### src/s1c88_pkg.sv
package s1c88_pkg;

    typedef logic [7:0] byte_t;
    typedef logic [15:0] word_t;
    typedef logic [7:0] opcode_t;
    typedef logic [4:0] micro_addr_t;

    // opcodes of the reduced instruction set, anything else runs as a NOP
    localparam opcode_t OP_NOP       = 8'hFF;
    localparam opcode_t OP_LD_A_IMM  = 8'hB0;
    localparam opcode_t OP_LD_B_IMM  = 8'hB1;
    localparam opcode_t OP_LD_HL_IMM = 8'hC4;
    localparam opcode_t OP_LD_SP_IMM = 8'hC5;
    localparam opcode_t OP_ADD       = 8'h02;
    localparam opcode_t OP_SUB       = 8'h12;
    localparam opcode_t OP_AND       = 8'h22;
    localparam opcode_t OP_OR        = 8'h32;
    localparam opcode_t OP_STORE_HL  = 8'h78;
    localparam opcode_t OP_LOAD_HL   = 8'h58;
    localparam opcode_t OP_INC_HL    = 8'h92;
    localparam opcode_t OP_PUSH_BA   = 8'hA8;
    localparam opcode_t OP_POP_BA    = 8'hAC;
    localparam opcode_t OP_JP        = 8'hF2;
    localparam opcode_t OP_STORE_ABS = 8'hDD;

    // microprogram entry points, the two-step programs take two consecutive slots
    localparam micro_addr_t ENTRY_NOP       = 5'd0;
    localparam micro_addr_t ENTRY_LD_A_IMM  = 5'd1;
    localparam micro_addr_t ENTRY_LD_B_IMM  = 5'd2;
    localparam micro_addr_t ENTRY_ADD       = 5'd3;
    localparam micro_addr_t ENTRY_SUB       = 5'd4;
    localparam micro_addr_t ENTRY_AND       = 5'd5;
    localparam micro_addr_t ENTRY_OR        = 5'd6;
    localparam micro_addr_t ENTRY_STORE_HL  = 5'd7;
    localparam micro_addr_t ENTRY_LOAD_HL   = 5'd8;
    localparam micro_addr_t ENTRY_INC_HL    = 5'd9;
    localparam micro_addr_t ENTRY_PUSH_B    = 5'd10;
    localparam micro_addr_t ENTRY_PUSH_A    = 5'd11;
    localparam micro_addr_t ENTRY_POP_A     = 5'd12;
    localparam micro_addr_t ENTRY_POP_B     = 5'd13;
    localparam micro_addr_t ENTRY_JP        = 5'd14;
    localparam micro_addr_t ENTRY_STORE_ABS = 5'd15;
    localparam micro_addr_t ENTRY_LD_HL_IMM = 5'd16;
    localparam micro_addr_t ENTRY_LD_SP_IMM = 5'd17;
    localparam micro_addr_t ENTRY_LAST      = 5'd17;

    typedef enum logic [2:0]
    {
        IDLE,
        VECTOR_LOW,
        VECTOR_HIGH,
        FETCH,
        IMM_LOW,
        IMM_HIGH,
        EXECUTE
    } seq_state_t;

    typedef enum logic [2:0] {ALU_PASS, ALU_ADD, ALU_SUB, ALU_AND, ALU_OR} alu_op_t;
    typedef enum logic [1:0] {BUS_NONE, BUS_READ, BUS_WRITE} bus_op_t;
    typedef enum logic [1:0] {ADDR_HL, ADDR_SP_PUSH, ADDR_SP_POP, ADDR_IMM} addr_src_t;

    // SRC_IMM_LOW carries the whole immediate word, byte destinations keep its low byte
    typedef enum logic [2:0]
    {
        SRC_NONE, SRC_A, SRC_B, SRC_IMM_LOW, SRC_ALU, SRC_DATA_IN
    } mov_src_t;

    typedef enum logic [2:0]
    {
        DST_NONE, DST_A, DST_B, DST_HL, DST_HL_INC, DST_SP, DST_PC
    } mov_dst_t;

endpackage

### src/alu.sv
`timescale 1ns/1ps

module alu
    import s1c88_pkg::*;
(
    input alu_op_t alu_op,
    input byte_t a,
    input byte_t b,
    output byte_t result
);

    // results wrap at eight bits, there are no flags in this core
    always_comb
    begin
        case (alu_op)
            ALU_ADD: result = a + b;
            ALU_SUB: result = a - b;
            ALU_AND: result = a & b;
            ALU_OR: result = a | b;
            default: result = b;
        endcase
    end

endmodule

### src/bus_phase.sv
`timescale 1ns/1ps

module bus_phase
#(
    parameter int STARTUP_CYCLES = 2
)
(
    input logic clk,
    input logic reset,
    output logic run,
    output logic pk,
    output logic pl
);

    logic [$clog2(STARTUP_CYCLES + 1) - 1:0] count;

    always_ff @(posedge clk, posedge reset)
    begin
        if (reset)
        begin
            count <= '0;
            run <= 1'b0;
            pk <= 1'b0;
            pl <= 1'b0;
        end
        else if (!run)
        begin
            // the first bus cycle opens with pk as soon as the delay runs out
            if (count == STARTUP_CYCLES - 1)
            begin
                run <= 1'b1;
                pk <= 1'b1;
            end
            else
                count <= count + 1'b1;
        end
        else
        begin
            pk <= ~pk;
            pl <= pk;
        end
    end

    a_phases_differ: assert property (@(posedge clk) disable iff (reset) run |-> pk != pl);

endmodule

### src/bus_sequencer.sv
`timescale 1ns/1ps

module bus_sequencer
    import s1c88_pkg::*;
#(
    parameter word_t VECTOR_ADDRESS = 16'h0000
)
(
    input logic clk,
    input logic reset,
    input logic run,
    input logic pk,
    input logic need_imm,
    input logic imm_size,
    input logic last,
    input micro_addr_t micro_entry,
    input bus_op_t bus_op,
    input addr_src_t addr_src,
    input mov_dst_t mov_dst,
    input word_t ba,
    input word_t hl,
    input word_t sp,
    input word_t move_data,
    input byte_t data_in,
    output micro_addr_t micro_addr,
    output opcode_t opcode,
    output word_t imm,
    output logic step,
    output logic sp_dec,
    output logic sp_inc,
    output word_t address_out,
    output byte_t data_out,
    output logic read,
    output logic write,
    output logic sync
);

    seq_state_t state;
    seq_state_t next_state;
    word_t pc;
    word_t bus_address;
    micro_addr_t micro_ptr;
    logic micro_done;
    logic write_cycle;
    logic bus_write;
    logic cycle_start;
    logic cycle_end;
    logic pc_load;

    // a bus cycle starts at the edge where pk rises and ends where pl rises
    assign cycle_start = run && !pk;
    assign cycle_end = run && pk;

    always_comb
    begin
        case (state)
            IDLE: next_state = VECTOR_LOW;
            VECTOR_LOW: next_state = VECTOR_HIGH;
            VECTOR_HIGH: next_state = FETCH;
            FETCH: next_state = need_imm ? IMM_LOW : EXECUTE;
            IMM_LOW: next_state = imm_size ? IMM_HIGH : EXECUTE;
            IMM_HIGH: next_state = EXECUTE;
            EXECUTE: next_state = micro_done ? FETCH : EXECUTE;
            default: next_state = IDLE;
        endcase
    end

    always_comb
    begin
        case (addr_src)
            ADDR_SP_PUSH: bus_address = sp - 16'd1;
            ADDR_SP_POP: bus_address = sp;
            ADDR_IMM: bus_address = imm;
            default: bus_address = hl;
        endcase
    end

    // the first micro step is addressed straight from the decoder
    assign micro_addr = (state == EXECUTE) ? micro_ptr : micro_entry;

    assign bus_write = (next_state == EXECUTE) && (bus_op == BUS_WRITE);
    assign step = cycle_end && (state == EXECUTE);
    assign pc_load = step && (mov_dst == DST_PC);
    assign sp_dec = cycle_start && bus_write && (addr_src == ADDR_SP_PUSH);
    assign sp_inc = step && (bus_op == BUS_READ) && (addr_src == ADDR_SP_POP);
    assign write = write_cycle && !pk;

    always_ff @(posedge clk, posedge reset)
    begin
        if (reset)
        begin
            state <= IDLE;
            pc <= '0;
            opcode <= OP_NOP;
            micro_ptr <= ENTRY_NOP;
            micro_done <= 1'b0;
            address_out <= '1;
            data_out <= '1;
            read <= 1'b0;
            write_cycle <= 1'b0;
            sync <= 1'b0;
        end
        else if (cycle_start)
        begin
            state <= next_state;
            read <= (next_state != EXECUTE) || (bus_op == BUS_READ);
            write_cycle <= bus_write;
            sync <= (next_state == FETCH);
            case (next_state)
                VECTOR_LOW: address_out <= VECTOR_ADDRESS;
                VECTOR_HIGH: address_out <= VECTOR_ADDRESS + 16'd1;
                EXECUTE:
                begin
                    if (state != EXECUTE)
                        micro_ptr <= micro_entry;
                    if (bus_op != BUS_NONE)
                        address_out <= bus_address;
                end
                default:
                begin
                    address_out <= pc;
                    pc <= pc + 16'd1;
                end
            endcase
            // B goes out first on a push so that it lands at the higher address
            if (bus_write)
                data_out <= (addr_src == ADDR_SP_PUSH && !last) ? ba[15:8] : ba[7:0];
        end
        else if (cycle_end)
        begin
            case (state)
                VECTOR_LOW: pc[7:0] <= data_in;
                VECTOR_HIGH: pc[15:8] <= data_in;
                FETCH: opcode <= data_in;
                EXECUTE:
                begin
                    micro_done <= last;
                    if (!last)
                        micro_ptr <= micro_ptr + 5'd1;
                end
                default: ;
            endcase
            if (pc_load)
                pc <= move_data;
        end
    end

    always_ff @(posedge clk)
    begin
        if (cycle_end && state == IMM_LOW)
            imm <= {8'h00, data_in};
        else if (cycle_end && state == IMM_HIGH)
            imm[15:8] <= data_in;
    end

    a_read_write_exclusive: assert property (@(posedge clk) disable iff (reset)
        !(read && write));

endmodule

### src/micro_rom.sv
`timescale 1ns/1ps

module micro_rom
    import s1c88_pkg::*;
(
    input micro_addr_t micro_addr,
    output bus_op_t bus_op,
    output addr_src_t addr_src,
    output mov_src_t mov_src,
    output mov_dst_t mov_dst,
    output alu_op_t alu_op,
    output logic last
);

    // only the first steps of push and pop continue into a second step
    assign last = !(micro_addr inside {ENTRY_PUSH_B, ENTRY_POP_A});

    always_comb
    begin
        case (micro_addr)
            ENTRY_STORE_HL, ENTRY_PUSH_B, ENTRY_PUSH_A, ENTRY_STORE_ABS: bus_op = BUS_WRITE;
            ENTRY_LOAD_HL, ENTRY_POP_A, ENTRY_POP_B: bus_op = BUS_READ;
            default: bus_op = BUS_NONE;
        endcase

        case (micro_addr)
            ENTRY_PUSH_B, ENTRY_PUSH_A: addr_src = ADDR_SP_PUSH;
            ENTRY_POP_A, ENTRY_POP_B: addr_src = ADDR_SP_POP;
            ENTRY_STORE_ABS: addr_src = ADDR_IMM;
            default: addr_src = ADDR_HL;
        endcase

        case (micro_addr)
            ENTRY_LD_A_IMM, ENTRY_LD_B_IMM, ENTRY_JP: mov_src = SRC_IMM_LOW;
            ENTRY_LD_HL_IMM, ENTRY_LD_SP_IMM: mov_src = SRC_IMM_LOW;
            ENTRY_ADD, ENTRY_SUB, ENTRY_AND, ENTRY_OR: mov_src = SRC_ALU;
            ENTRY_LOAD_HL, ENTRY_POP_A, ENTRY_POP_B: mov_src = SRC_DATA_IN;
            default: mov_src = SRC_NONE;
        endcase

        case (micro_addr)
            ENTRY_LD_A_IMM, ENTRY_LOAD_HL, ENTRY_POP_A: mov_dst = DST_A;
            ENTRY_ADD, ENTRY_SUB, ENTRY_AND, ENTRY_OR: mov_dst = DST_A;
            ENTRY_LD_B_IMM, ENTRY_POP_B: mov_dst = DST_B;
            ENTRY_LD_HL_IMM: mov_dst = DST_HL;
            ENTRY_INC_HL: mov_dst = DST_HL_INC;
            ENTRY_LD_SP_IMM: mov_dst = DST_SP;
            ENTRY_JP: mov_dst = DST_PC;
            default: mov_dst = DST_NONE;
        endcase

        case (micro_addr)
            ENTRY_ADD: alu_op = ALU_ADD;
            ENTRY_SUB: alu_op = ALU_SUB;
            ENTRY_AND: alu_op = ALU_AND;
            ENTRY_OR: alu_op = ALU_OR;
            default: alu_op = ALU_PASS;
        endcase
    end

    always_comb
    begin
        a_addr_in_table: assert final ($isunknown(micro_addr) || micro_addr <= ENTRY_LAST);
    end

endmodule

### src/opcode_decode.sv
`timescale 1ns/1ps

module opcode_decode
    import s1c88_pkg::*;
(
    input opcode_t opcode,
    output logic need_imm,
    output logic imm_size,
    output micro_addr_t micro_entry
);

    // the 16-bit operand forms read two immediate bytes
    assign imm_size = opcode inside {OP_LD_HL_IMM, OP_LD_SP_IMM, OP_JP, OP_STORE_ABS};

    assign need_imm = imm_size ||
        (opcode inside {OP_LD_A_IMM, OP_LD_B_IMM, OP_ADD, OP_SUB, OP_AND, OP_OR});

    always_comb
    begin
        case (opcode)
            OP_LD_A_IMM: micro_entry = ENTRY_LD_A_IMM;
            OP_LD_B_IMM: micro_entry = ENTRY_LD_B_IMM;
            OP_LD_HL_IMM: micro_entry = ENTRY_LD_HL_IMM;
            OP_LD_SP_IMM: micro_entry = ENTRY_LD_SP_IMM;
            OP_ADD: micro_entry = ENTRY_ADD;
            OP_SUB: micro_entry = ENTRY_SUB;
            OP_AND: micro_entry = ENTRY_AND;
            OP_OR: micro_entry = ENTRY_OR;
            OP_STORE_HL: micro_entry = ENTRY_STORE_HL;
            OP_LOAD_HL: micro_entry = ENTRY_LOAD_HL;
            OP_INC_HL: micro_entry = ENTRY_INC_HL;
            OP_PUSH_BA: micro_entry = ENTRY_PUSH_B;
            OP_POP_BA: micro_entry = ENTRY_POP_A;
            OP_JP: micro_entry = ENTRY_JP;
            OP_STORE_ABS: micro_entry = ENTRY_STORE_ABS;
            // NOP and every undefined opcode share the empty single step
            default: micro_entry = ENTRY_NOP;
        endcase
    end

endmodule

### src/register_file.sv
`timescale 1ns/1ps

module register_file
    import s1c88_pkg::*;
(
    input logic clk,
    input logic reset,
    input logic step,
    input logic sp_dec,
    input logic sp_inc,
    input mov_src_t mov_src,
    input mov_dst_t mov_dst,
    input word_t imm,
    input byte_t data_in,
    input byte_t alu_result,
    output word_t ba,
    output word_t hl,
    output word_t sp,
    output word_t move_data
);

    always_comb
    begin
        case (mov_src)
            SRC_A: move_data = {8'h00, ba[7:0]};
            SRC_B: move_data = {8'h00, ba[15:8]};
            SRC_IMM_LOW: move_data = imm;
            SRC_ALU: move_data = {8'h00, alu_result};
            SRC_DATA_IN: move_data = {8'h00, data_in};
            default: move_data = '0;
        endcase
    end

    always_ff @(posedge clk, posedge reset)
    begin
        if (reset)
        begin
            ba <= '0;
            hl <= '0;
            sp <= '0;
        end
        else
        begin
            // push predecrements at the cycle start, pop postincrements at its end
            if (sp_dec)
                sp <= sp - 16'd1;
            else if (sp_inc)
                sp <= sp + 16'd1;

            // PC moves are taken by the sequencer
            if (step)
            begin
                case (mov_dst)
                    DST_A: ba[7:0] <= move_data[7:0];
                    DST_B: ba[15:8] <= move_data[7:0];
                    DST_HL: hl <= move_data;
                    DST_HL_INC: hl <= hl + 16'd1;
                    DST_SP: sp <= move_data;
                    default: ;
                endcase
            end
        end
    end

endmodule

### src/s1c88.sv
`timescale 1ns/1ps

module s1c88
    import s1c88_pkg::*;
#(
    parameter int STARTUP_CYCLES = 2,
    parameter word_t VECTOR_ADDRESS = 16'h0000
)
(
    input logic clk,
    input logic reset,
    input byte_t data_in,
    output byte_t data_out,
    output word_t address_out,
    output logic read,
    output logic write,
    output logic sync,
    output logic pk,
    output logic pl
);

    logic run;
    logic need_imm;
    logic imm_size;
    logic last;
    logic step;
    logic sp_dec;
    logic sp_inc;
    opcode_t opcode;
    micro_addr_t micro_entry;
    micro_addr_t micro_addr;
    word_t imm;
    word_t ba;
    word_t hl;
    word_t sp;
    word_t move_data;
    byte_t alu_result;
    bus_op_t bus_op;
    addr_src_t addr_src;
    mov_src_t mov_src;
    mov_dst_t mov_dst;
    alu_op_t alu_op;

    bus_phase #(.STARTUP_CYCLES(STARTUP_CYCLES)) bus_phase_inst (.*);

    bus_sequencer #(.VECTOR_ADDRESS(VECTOR_ADDRESS)) bus_sequencer_inst (.*);

    opcode_decode opcode_decode_inst (.*);

    micro_rom micro_rom_inst (.*);

    register_file register_file_inst (.*);

    // the ALU always works on A and the low immediate byte
    alu alu_inst
    (
        .alu_op,
        .a(ba[7:0]),
        .b(imm[7:0]),
        .result(alu_result)
    );

endmodule

### config.mk
export PLATFORM = sky130hd
export DESIGN_NAME = s1c88
export DESIGN_NICKNAME = d
export VERILOG_FILES = /design/src/s1c88_pkg.sv /design/src/alu.sv /design/src/bus_phase.sv /design/src/bus_sequencer.sv /design/src/micro_rom.sv /design/src/opcode_decode.sv /design/src/register_file.sv /design/src/s1c88.sv
export SDC_FILE = /design/constraint.sdc
export NUM_CORES = 1
export LEC_CHECK = 0
export ABC_AREA = 1
export BUFFER_PORTS_ARGS = -buffer_cell sky130_fd_sc_hd__buf_2
export CAP_MARGIN = 20
export CORE_ASPECT_RATIO = 1.2
export CORE_UTILIZATION = 40
export CTS_CLUSTER_DIAMETER = 60
export CTS_CLUSTER_SIZE = 10
export DETAILED_ROUTE_END_ITERATION = 10
export GPL_ROUTABILITY_DRIVEN = 0
export PLACE_DENSITY_LB_ADDON = 0.12
export SLEW_MARGIN = 20
export SYNTH_ARGS = -nofsm -noshare
export SYNTH_HDL_FRONTEND = slang
export SYNTH_SLANG_ARGS = --single-unit
### constraint.sdc
create_clock -name clk -period 5.2 [get_ports clk]
set_input_delay 0.78 -clock clk [delete_from_list [all_inputs] [get_ports clk]]
set_output_delay 0.78 -clock clk [all_outputs]
set_load 0.02 [all_outputs]
==> parameters.txt, run 1 <==
Parameter                              Value

Logic synthesis
  Top cells by area, synth ... sky130_fd_sc_hd__dfrtp_1 (22%), sky130_fd_sc_hd__nand2_1 (14%), sky130_fd_sc_hd__dfstp_2 (9.0%), sky130_fd_sc_hd__inv_1 (5.5%), sky130_fd_sc_hd__o21ai_0 (5.4%)
  Share of the yosys chip area belonging to registers ... 35.0%
  Cell Area, Synth ... 9330 sq um
  Total of flip-flops plus latches after synthesis ... 129
  Count of different cell masters after synthesis ... 55
  Mapped Cells ... 1332
  Nets in the synthesized netlist ... 1364
  Mean instance size in the synthesized netlist ... 7.00 sq um
  Synth Warn # ... 0
  Library cell with the largest summed area after synthesis ... sky130_fd_sc_hd__dfrtp_1
  Fraction of synthesized cell area taken by the top area cell type ... 21.7%

Run
  Number of max-cap violations ... 0

Power
  PwrDens ... 589 nW/um^2
  Cell leakage power ... 0.00486 uW
  Seq pwr share ... 29.1%
  P_int ... 3050 uW
  Net Sw Frac ... 50.0%
  Part of the total power dissipated in the clock network ... 20.0%
  Total power draw ... 6100 uW
  Switching power of the nets ... 3050 uW
  Combinational fraction of design power ... 50.9%
  Worst-case vdd ir drop ... 282 uV

Worst setup path
  Worst stage delay on the critical path ... 0.56 ns
  Critical path endpoint category ... flip-flop
  Class of the most critical setup path ... flip-flop to flip-flop
  Critical Path AT ... 5.07 ns
  Slowest cell on the critical path ... sky130_fd_sc_hd__dfstp_2
  Maximum fanout along the worst path ... 5
  Dominant cell type by count on the critical path ... sky130_fd_sc_hd__nand2_1
  WP data required ... 5.53 ns
  Category of the worst setup path launch point ... flip-flop

Timing
  Setup Skew ... 0.0114 ns
  Final number of max-transition violations ... 0
  Final Cycle Share ... 91.2%
  Normalized max-slew margin ... 38.6%
  Worst Max-Slew Pin Slew ... 0.918 ns
  Hold violation total from the final report ... 0
  Clock period minus final worst setup slack ... 4.74 ns
  Final setup fails ... 0
  Achievable frequency ... 211 MHz

Detailed routing
  Length of routed met2 wiring ... 14100 um
  Met1 layer wirelength in the final routing ... 13000 um
  Vias ... 9046
  Antenna-violating nets left ... 0
  Highest Signal Layer ... met4
  Number of DRC violations after detailed routing ... 0
  Met3 routed WL ... 1570 um
  Iteration-0 DRC count of the detailed router ... 713
  WL per Instance ... 18.0 um
  Wire length after detailed routing ... 30200 um
  Routed vias/inst ... 5.39
  DRT Pass-1 Iters ... 5

Layout
  Layout net count ... 1388
  Fraction of final layout cells sized beyond drive strength 1 ... 14.2%
  Utilization of the core after routing ... 45.6%
  Area growth from synthesis to layout ... 10.9%
  Antenna diode count ... 0
  Number of filler instances in the final layout ... 2401

Global routing
  Maximum number of pins on one net before global-route repair ... 51
  Wire length of the first global-routing pass ... 47500 um
  Total gr overflow ... 0
  Antenna violations before repair ... 0
  Via count of the first global-routing pass ... 8657
  All-layer global routing usage ... 26.2%

Die
  Die Y-Extent ... 169 um
  Width of the die ... 141 um
  I/O pin count ... 39
  Standard-cell row count ... 60
  Starting density of the core ... 41.1%
  Area enclosed by the die boundary ... 23900 sq um
  Area inside the core boundary ... 22700 sq um

Clock network
  Clock input transition at the sequential cells of the worst setup and hold paths ... 0.07 ns
  Number of sinks handled by clock tree synthesis ... 129
  H-Tree Depth ... 4
  Buffer type at the clock tree root ... sky130_fd_sc_hd__clkbuf_16
  Clock buffer count from CTS ... 17
  Clock tree from TritonCTS ... done
  Worst-skew pair later-pin latency ... 0.44 ns
  Number of buffers between clock root and the deepest sink ... 2

Placement
  Half-perimeter wire length after detailed placement ... 22700 um
  Quantity of I/O buffers inserted on ports ... 38

Status
  Run status ... completed

Hold path
  Class of the worst hold path ... primary input to asynchronous set/reset pin
[layer usage]
metal	global-route usage, %	up-vias
met5	0	-
met1	33.2	4230
met3	3.81	71
met2	43.2	306
met4	13.9	0
li1	-	4439
[power by group through the flow]
stage               logic [uW]  clock network (uW)  registers [uW]
global placement          3030                   0            1770
finish                    3100                1220            1770
detailed placement        3040                   0            1780
floorplan                 2180                   0            1750
CTS                       3060                1230            1770
global route              3440                1270            1820
[synth_stat cells, drive strengths merged]
cell and n:
nor4 4, buf 20, xor2 48, nand3b 2, nand2 363, o22ai 15, clkinv 4, a22oi 17
nand4 10, dfrtp 81, clkbuf 19, or2 3, edfxtp 8, o211ai 14, o31ai 1, fa 1
a2111oi 1, inv 158, o2111ai 4, nor3b 2, mux2 1, nand3 69, o21a 1, ha 21
a31oi 13, dfxtp 8, nor3 22, dfstp 32, a21oi 98, xnor2 9, o21ai 136, o221ai 4
nor2 143
[cells by family after synthesis]
kind of cell / count (synthesis) / share of synthesized area, %
AND/OR/NAND/NOR: 618 / 29.1
XOR/XNOR: 57 / 5.35
buffers and inverters: 201 / 8.84
adder cells (fa/ha/maj): 22 / 3.03
multiplexers: 1 / 0.121
flip-flops: 129 / 35.0
AO/OA/AOI/OAI: 304 / 18.5
[path summary, 6_finish.rpt]
check | from | end | slack, ns | cells past startpoint
worst min-delay path | reset | bus_sequencer_inst.pc[12]$_DFFE_PP0P_ | 0.32 | 2
max in group asynchronous | reset | register_file_inst.ba[6]$_DFFE_PP0P_ | 3.84 | 3
worst min register to register | bus_phase_inst.pl$_DFFE_PP0P_ | bus_phase_inst.pl$_DFFE_PP0P_ | 0.46 | 2
min in group clk | bus_phase_inst.pl$_DFFE_PP0P_ | bus_phase_inst.pl$_DFFE_PP0P_ | 0.46 | 2
worst max register to register | bus_sequencer_inst.opcode[1]$_DFFE_PP1P_ | register_file_inst.ba[6]$_DFFE_PP0P_ | 0.46 | 31
worst max-delay path | bus_sequencer_inst.opcode[1]$_DFFE_PP1P_ | register_file_inst.ba[6]$_DFFE_PP0P_ | 0.46 | 31
[cell type report]
type | instances | area, sq um | area share [%]
flip-flops and latches | 129 | 3270 | 31.6
multi-input cells | 1002 | 5250 | 50.7
inverters | 162 | 617 | 5.96
well taps | 310 | 388 | 3.75
clock inverters | 12 | 120 | 1.16
repair buffers | 44 | 235 | 2.27
clock buffers | 20 | 467 | 4.51
[critical path: cells and delay by family (launching register included)]
family	cells	cell delay [ns]
simple gates	17	1.65
compound gates	5	0.83
fa+ha+maj	2	0.62
flops	1	0.56
buf+inv	5	0.51
mux	1	0.30
xor+xnor	1	0.16
[sequential cells by signal, indices dropped and copies added, names as in the netlist, 2 cells and up]
signal	flops
bus_phase_inst.count	2
bus_sequencer_inst.address_out	16
bus_sequencer_inst.data_out	8
bus_sequencer_inst.imm	16
bus_sequencer_inst.micro_ptr	5
bus_sequencer_inst.opcode	8
bus_sequencer_inst.pc	16
bus_sequencer_inst.state	3
register_file_inst.ba	16
register_file_inst.hl	16
register_file_inst.sp	16
[timing repair]
action,CTS,global route
endpoints found under the setup margin,0,13
hold buffers,0,0
resized for setup,0,4
buffers inserted,0,0
[metrics by stage]
step	hold slack (ns)	setup TNS (ns)	setup WS, ns	cell area (sq um)	instances
after floorplan	0.448	0	1.03	9330	1332
after global placement	0.452	0	0.530	9740	1647
after detailed placement	0.455	0	0.344	9740	1647
after CTS	0.333	0	0.329	10300	1679
after global routing	0.358	-0.0000817	-0.0000817	10300	1679
final	0.325	0	0.455	10300	1679
[cell usage in the layout, fill, tap and decap left out, types with 3 or more instances in the layout]
cell / instances
sky130_fd_sc_hd__clkbuf_16: 17
sky130_fd_sc_hd__nor2_4: 10
sky130_fd_sc_hd__inv_2: 19
sky130_fd_sc_hd__dfstp_2: 32
sky130_fd_sc_hd__buf_4: 6
sky130_fd_sc_hd__nor3_1: 21
sky130_fd_sc_hd__o21ai_0: 100
sky130_fd_sc_hd__nand2_2: 18
sky130_fd_sc_hd__a21oi_1: 92
sky130_fd_sc_hd__xnor2_1: 9
sky130_fd_sc_hd__dfrtp_1: 81
sky130_fd_sc_hd__xor2_1: 48
sky130_fd_sc_hd__o21ai_1: 33
sky130_fd_sc_hd__ha_1: 21
sky130_fd_sc_hd__inv_1: 136
sky130_fd_sc_hd__buf_2: 38
sky130_fd_sc_hd__o2111ai_1: 4
sky130_fd_sc_hd__nor4_1: 4
sky130_fd_sc_hd__o211ai_1: 13
sky130_fd_sc_hd__a21oi_2: 6
sky130_fd_sc_hd__edfxtp_1: 8
sky130_fd_sc_hd__nand3_1: 63
sky130_fd_sc_hd__nand4_1: 8
sky130_fd_sc_hd__clkbuf_8: 3
sky130_fd_sc_hd__o22ai_1: 15
sky130_fd_sc_hd__o221ai_1: 4
sky130_fd_sc_hd__clkinv_4: 3
sky130_fd_sc_hd__inv_4: 3
sky130_fd_sc_hd__nand2_1: 341
sky130_fd_sc_hd__a22oi_1: 16
sky130_fd_sc_hd__clkinv_1: 3
sky130_fd_sc_hd__inv_6: 5
sky130_fd_sc_hd__a31oi_1: 12
sky130_fd_sc_hd__nor2_1: 126
sky130_fd_sc_hd__nand3_2: 5
sky130_fd_sc_hd__nand2_4: 4
sky130_fd_sc_hd__nor2_2: 7
sky130_fd_sc_hd__dfxtp_1: 8
Power figures use the tool's default switching activity.
==> inputs of run 2 (changes only) <==
Settings changed: REMOVE_ABC_BUFFERS set to 1.
==> parameters.txt, run 2 (same netlist as run 1, synthesis figures left out) <==
Parameter                              Value

Status
  Run status ... completed (unchanged)

Detailed routing
  Routed vias/inst ... 5.34 (was 5.39)
  Number of DRC violations after detailed routing ... 0 (unchanged)
  Antenna-violating nets left ... 0 (unchanged)
  Highest Signal Layer ... met4 (unchanged)
  DRT Pass-1 Iters ... 5 (unchanged)
  Wire length after detailed routing ... 29300 um (was 30200 um)
  Length of routed met2 wiring ... 14300 um (was 14100 um)
  Met3 routed WL ... 1340 um (was 1570 um)
  WL per Instance ... 17.5 um (was 18.0 um)
  Iteration-0 DRC count of the detailed router ... 780 (was 713)
  Vias ... 8967 (was 9046)
  Met1 layer wirelength in the final routing ... 12800 um (was 13000 um)

Clock network
  Clock input transition at the sequential cells of the worst setup and hold paths ... 0.07 ns (about the same)
  Number of sinks handled by clock tree synthesis ... 129 (unchanged)
  Worst-skew pair later-pin latency ... 0.43 ns (was 0.44 ns)
  Number of buffers between clock root and the deepest sink ... 2 (unchanged)
  Buffer count from post-CTS setup fixing ... 0 (unchanged)
  Post-CTS sizing ... 0 (unchanged)
  H-Tree Depth ... 4 (unchanged)
  Buffer type at the clock tree root ... sky130_fd_sc_hd__clkbuf_16 (unchanged)
  Hold-fix buffers at CTS ... 0 (unchanged)
  Clock buffer count from CTS ... 17 (unchanged)
  Clock tree from TritonCTS ... done (unchanged)

Timing
  Final number of max-transition violations ... 0 (unchanged)
  Fin worst setup slack ... 0.507 ns (was 0.455 ns)
  Clock period minus final worst setup slack ... 4.69 ns (was 4.74 ns)
  Worst Max-Slew Pin Slew ... 1.08 ns (was 0.918 ns)
  Final Cycle Share ... 90.2% (was 91.2%)
  Post-route worst hold slack ... 0.239 ns (was 0.325 ns)
  Post-Route Setup TNS ... 0 ns (unchanged)
  Hold violation total from the final report ... 0 (unchanged)
  Setup repair after global routing missed its margin ... false
  Final setup fails ... 0 (unchanged)
  Setup Skew ... 0.00972 ns (was 0.0114 ns)
  Achievable frequency ... 213 MHz (was 211 MHz)
  Normalized max-slew margin ... 27.3% (was 38.6%)

Layout
  Layout net count ... 1388 (unchanged)
  Leading cell types in the layout, fill and taps excluded ... sky130_fd_sc_hd__nand2_1 (341), sky130_fd_sc_hd__inv_1 (136), sky130_fd_sc_hd__nor2_1 (126), sky130_fd_sc_hd__o21ai_0 (100), sky130_fd_sc_hd__a21oi_1 (91) (was sky130_fd_sc_hd__nand2_1 (341), sky130_fd_sc_hd__inv_1 (136), sky130_fd_sc_hd__nor2_1 (126), sky130_fd_sc_hd__o21ai_0 (100), sky130_fd_sc_hd__a21oi_1 (92))
  Number of filler instances in the final layout ... 2430 (was 2401)
  Area growth from synthesis to layout ... 11.2% (was 10.9%)
  Final instance count without filler cells ... 1679 (unchanged)
  Antenna diode count ... 0 (unchanged)
  Fraction of final layout cells sized beyond drive strength 1 ... 14.2% (about the same)
  Leading cell type in the layout, fill and taps excluded ... sky130_fd_sc_hd__nand2_1 (unchanged)

Worst setup path
  Path depth of the worst reg2reg path ... 31 (unchanged)
  Dominant cell type by count on the critical path ... sky130_fd_sc_hd__nand2_1 (unchanged)
  Maximum fanout along the worst path ... 5 (unchanged)
  Category of the worst setup path launch point ... flip-flop (unchanged)
  Slowest cell on the critical path ... sky130_fd_sc_hd__dfstp_2 (unchanged)
  Critical path endpoint category ... flip-flop (unchanged)
  WP data required ... 5.51 ns (was 5.53 ns)
  Worst reg-to-reg setup slack ... 0.51 ns (was 0.46 ns)
  Critical Path AT ... 5.01 ns (was 5.07 ns)
  Worst stage delay on the critical path ... 0.56 ns (about the same)
  Class of the most critical setup path ... flip-flop to flip-flop (unchanged)

Placement
  Half-perimeter wire length after detailed placement ... 22000 um (was 22700 um)
  Quantity of I/O buffers inserted on ports ... 38 (unchanged)
  Placed Cells incl. Taps ... 1647 (unchanged)
  Setup Slack @ Placement ... 0.383 ns (was 0.344 ns)

Global routing
  Via count of the first global-routing pass ... 8548 (was 8657)
  Maximum number of pins on one net before global-route repair ... 65 (was 51)
  All-layer global routing usage ... 25.4% (was 26.2%)
  Total gr overflow ... 0 (unchanged)
  Wire length of the first global-routing pass ... 46400 um (was 47500 um)
  Antenna violations before repair ... 0 (unchanged)

Die
  Area inside the core boundary ... 22700 sq um (unchanged)
  Area enclosed by the die boundary ... 23900 sq um (unchanged)
  I/O pin count ... 39 (unchanged)
  Standard-cell row count ... 60 (unchanged)
  Die Y-Extent ... 169 um (unchanged)
  Starting density of the core ... 41.1% (unchanged)
  Width of the die ... 141 um (unchanged)

Hold path
  Class of the worst hold path ... primary input to asynchronous set/reset pin (unchanged)

Power
  PwrDens ... 586 nW/um^2 (was 589 nW/um^2)
  Worst-case vdd ir drop ... 269 uV (was 282 uV)
  Cell leakage power ... 0.00487 uW (was 0.00486 uW)

Run
  Number of max-cap violations ... 0 (unchanged)
## run 2: changes by cell type in the layout (fill, tap and decap cells not counted)
cell | previous run | this run
sky130_fd_sc_hd__clkbuf_8 | 3 | 0
sky130_fd_sc_hd__bufinv_16 | 1 | 3
sky130_fd_sc_hd__a21oi_1 | 92 | 91
sky130_fd_sc_hd__a21oi_2 | 6 | 7
sky130_fd_sc_hd__clkbuf_1 | 0 | 1
sky130_fd_sc_hd__clkinv_2 | 2 | 3
sky130_fd_sc_hd__clkinv_4 | 3 | 2
sky130_fd_sc_hd__inv_6 | 5 | 4
sky130_fd_sc_hd__inv_8 | 0 | 1
sky130_fd_sc_hd__nand3_1 | 63 | 62
sky130_fd_sc_hd__nand3_2 | 5 | 6
## run 2: cell type report
type                    instances  area, sq um  area share, %
well taps                     310          388           3.74
repair buffers                 44          235           2.27
clock buffers                  18          429           4.14
clock inverters                14          179           1.73
flip-flops and latches        129         3270           31.5
inverters                     162          617           5.95
multi-input cells            1002         5260           50.7
## run 2: metrics by stage
| step | power (uW) | area, sq um | utilization (%) |
|---|---|---|---|
| 6_report | 6080 | 10400 | 45.7 |
| 2_1_floorplan | 3850 | 9120 | - |
| 3_5_place_dp | 4760 | 9740 | 43.0 |
| 5_1_grt | 6530 | 10400 | 45.7 |
| 4_1_cts | 6060 | 10400 | 45.7 |
| 3_3_place_gp | 4740 | 9740 | 43.0 |
## run 2: where the power goes
group          internal, uW  switching (uW)  total [uW]
Clock                   763             519        1280
Sequential             1420             350        1770
Combinational           924            2100        3020
Total                  3110            2970        6080
## run 2: path summary, 6_finish.rpt
check | start | to
hold / removal | reset | bus_sequencer_inst.pc[10]$_DFFE_PP0P_
setup / recovery | bus_sequencer_inst.opcode[1]$_DFFE_PP1P_ | register_file_inst.ba[6]$_DFFE_PP0P_
hold reg to reg | bus_sequencer_inst.data_out[7]$_DFFE_PP1P_ | bus_sequencer_inst.data_out[7]$_DFFE_PP1P_
setup reg to reg | bus_sequencer_inst.opcode[1]$_DFFE_PP1P_ | register_file_inst.ba[6]$_DFFE_PP0P_
max in group asynchronous | reset | register_file_inst.ba[1]$_DFFE_PP0P_
min in group clk | bus_sequencer_inst.data_out[7]$_DFFE_PP1P_ | bus_sequencer_inst.data_out[7]$_DFFE_PP1P_
## run 2: per-layer routing
metal	up-vias	track usage (%)
li1	4425	-
met1	4261	32.6
met2	234	43.4
met3	47	3.33
met4	0	9.96
met5	-	0
## run 2: critical path: cells and delay by family, from the launching register on
kind	cells	cell delay, ns
and+or+nand+nor	15	1.44
AOI/OAI and AO/OA	7	1.01
adders and majority gates	2	0.61
DFF	1	0.56
buffers and inverters	5	0.46
muxes	1	0.32
xor gates and xnor gates	1	0.16
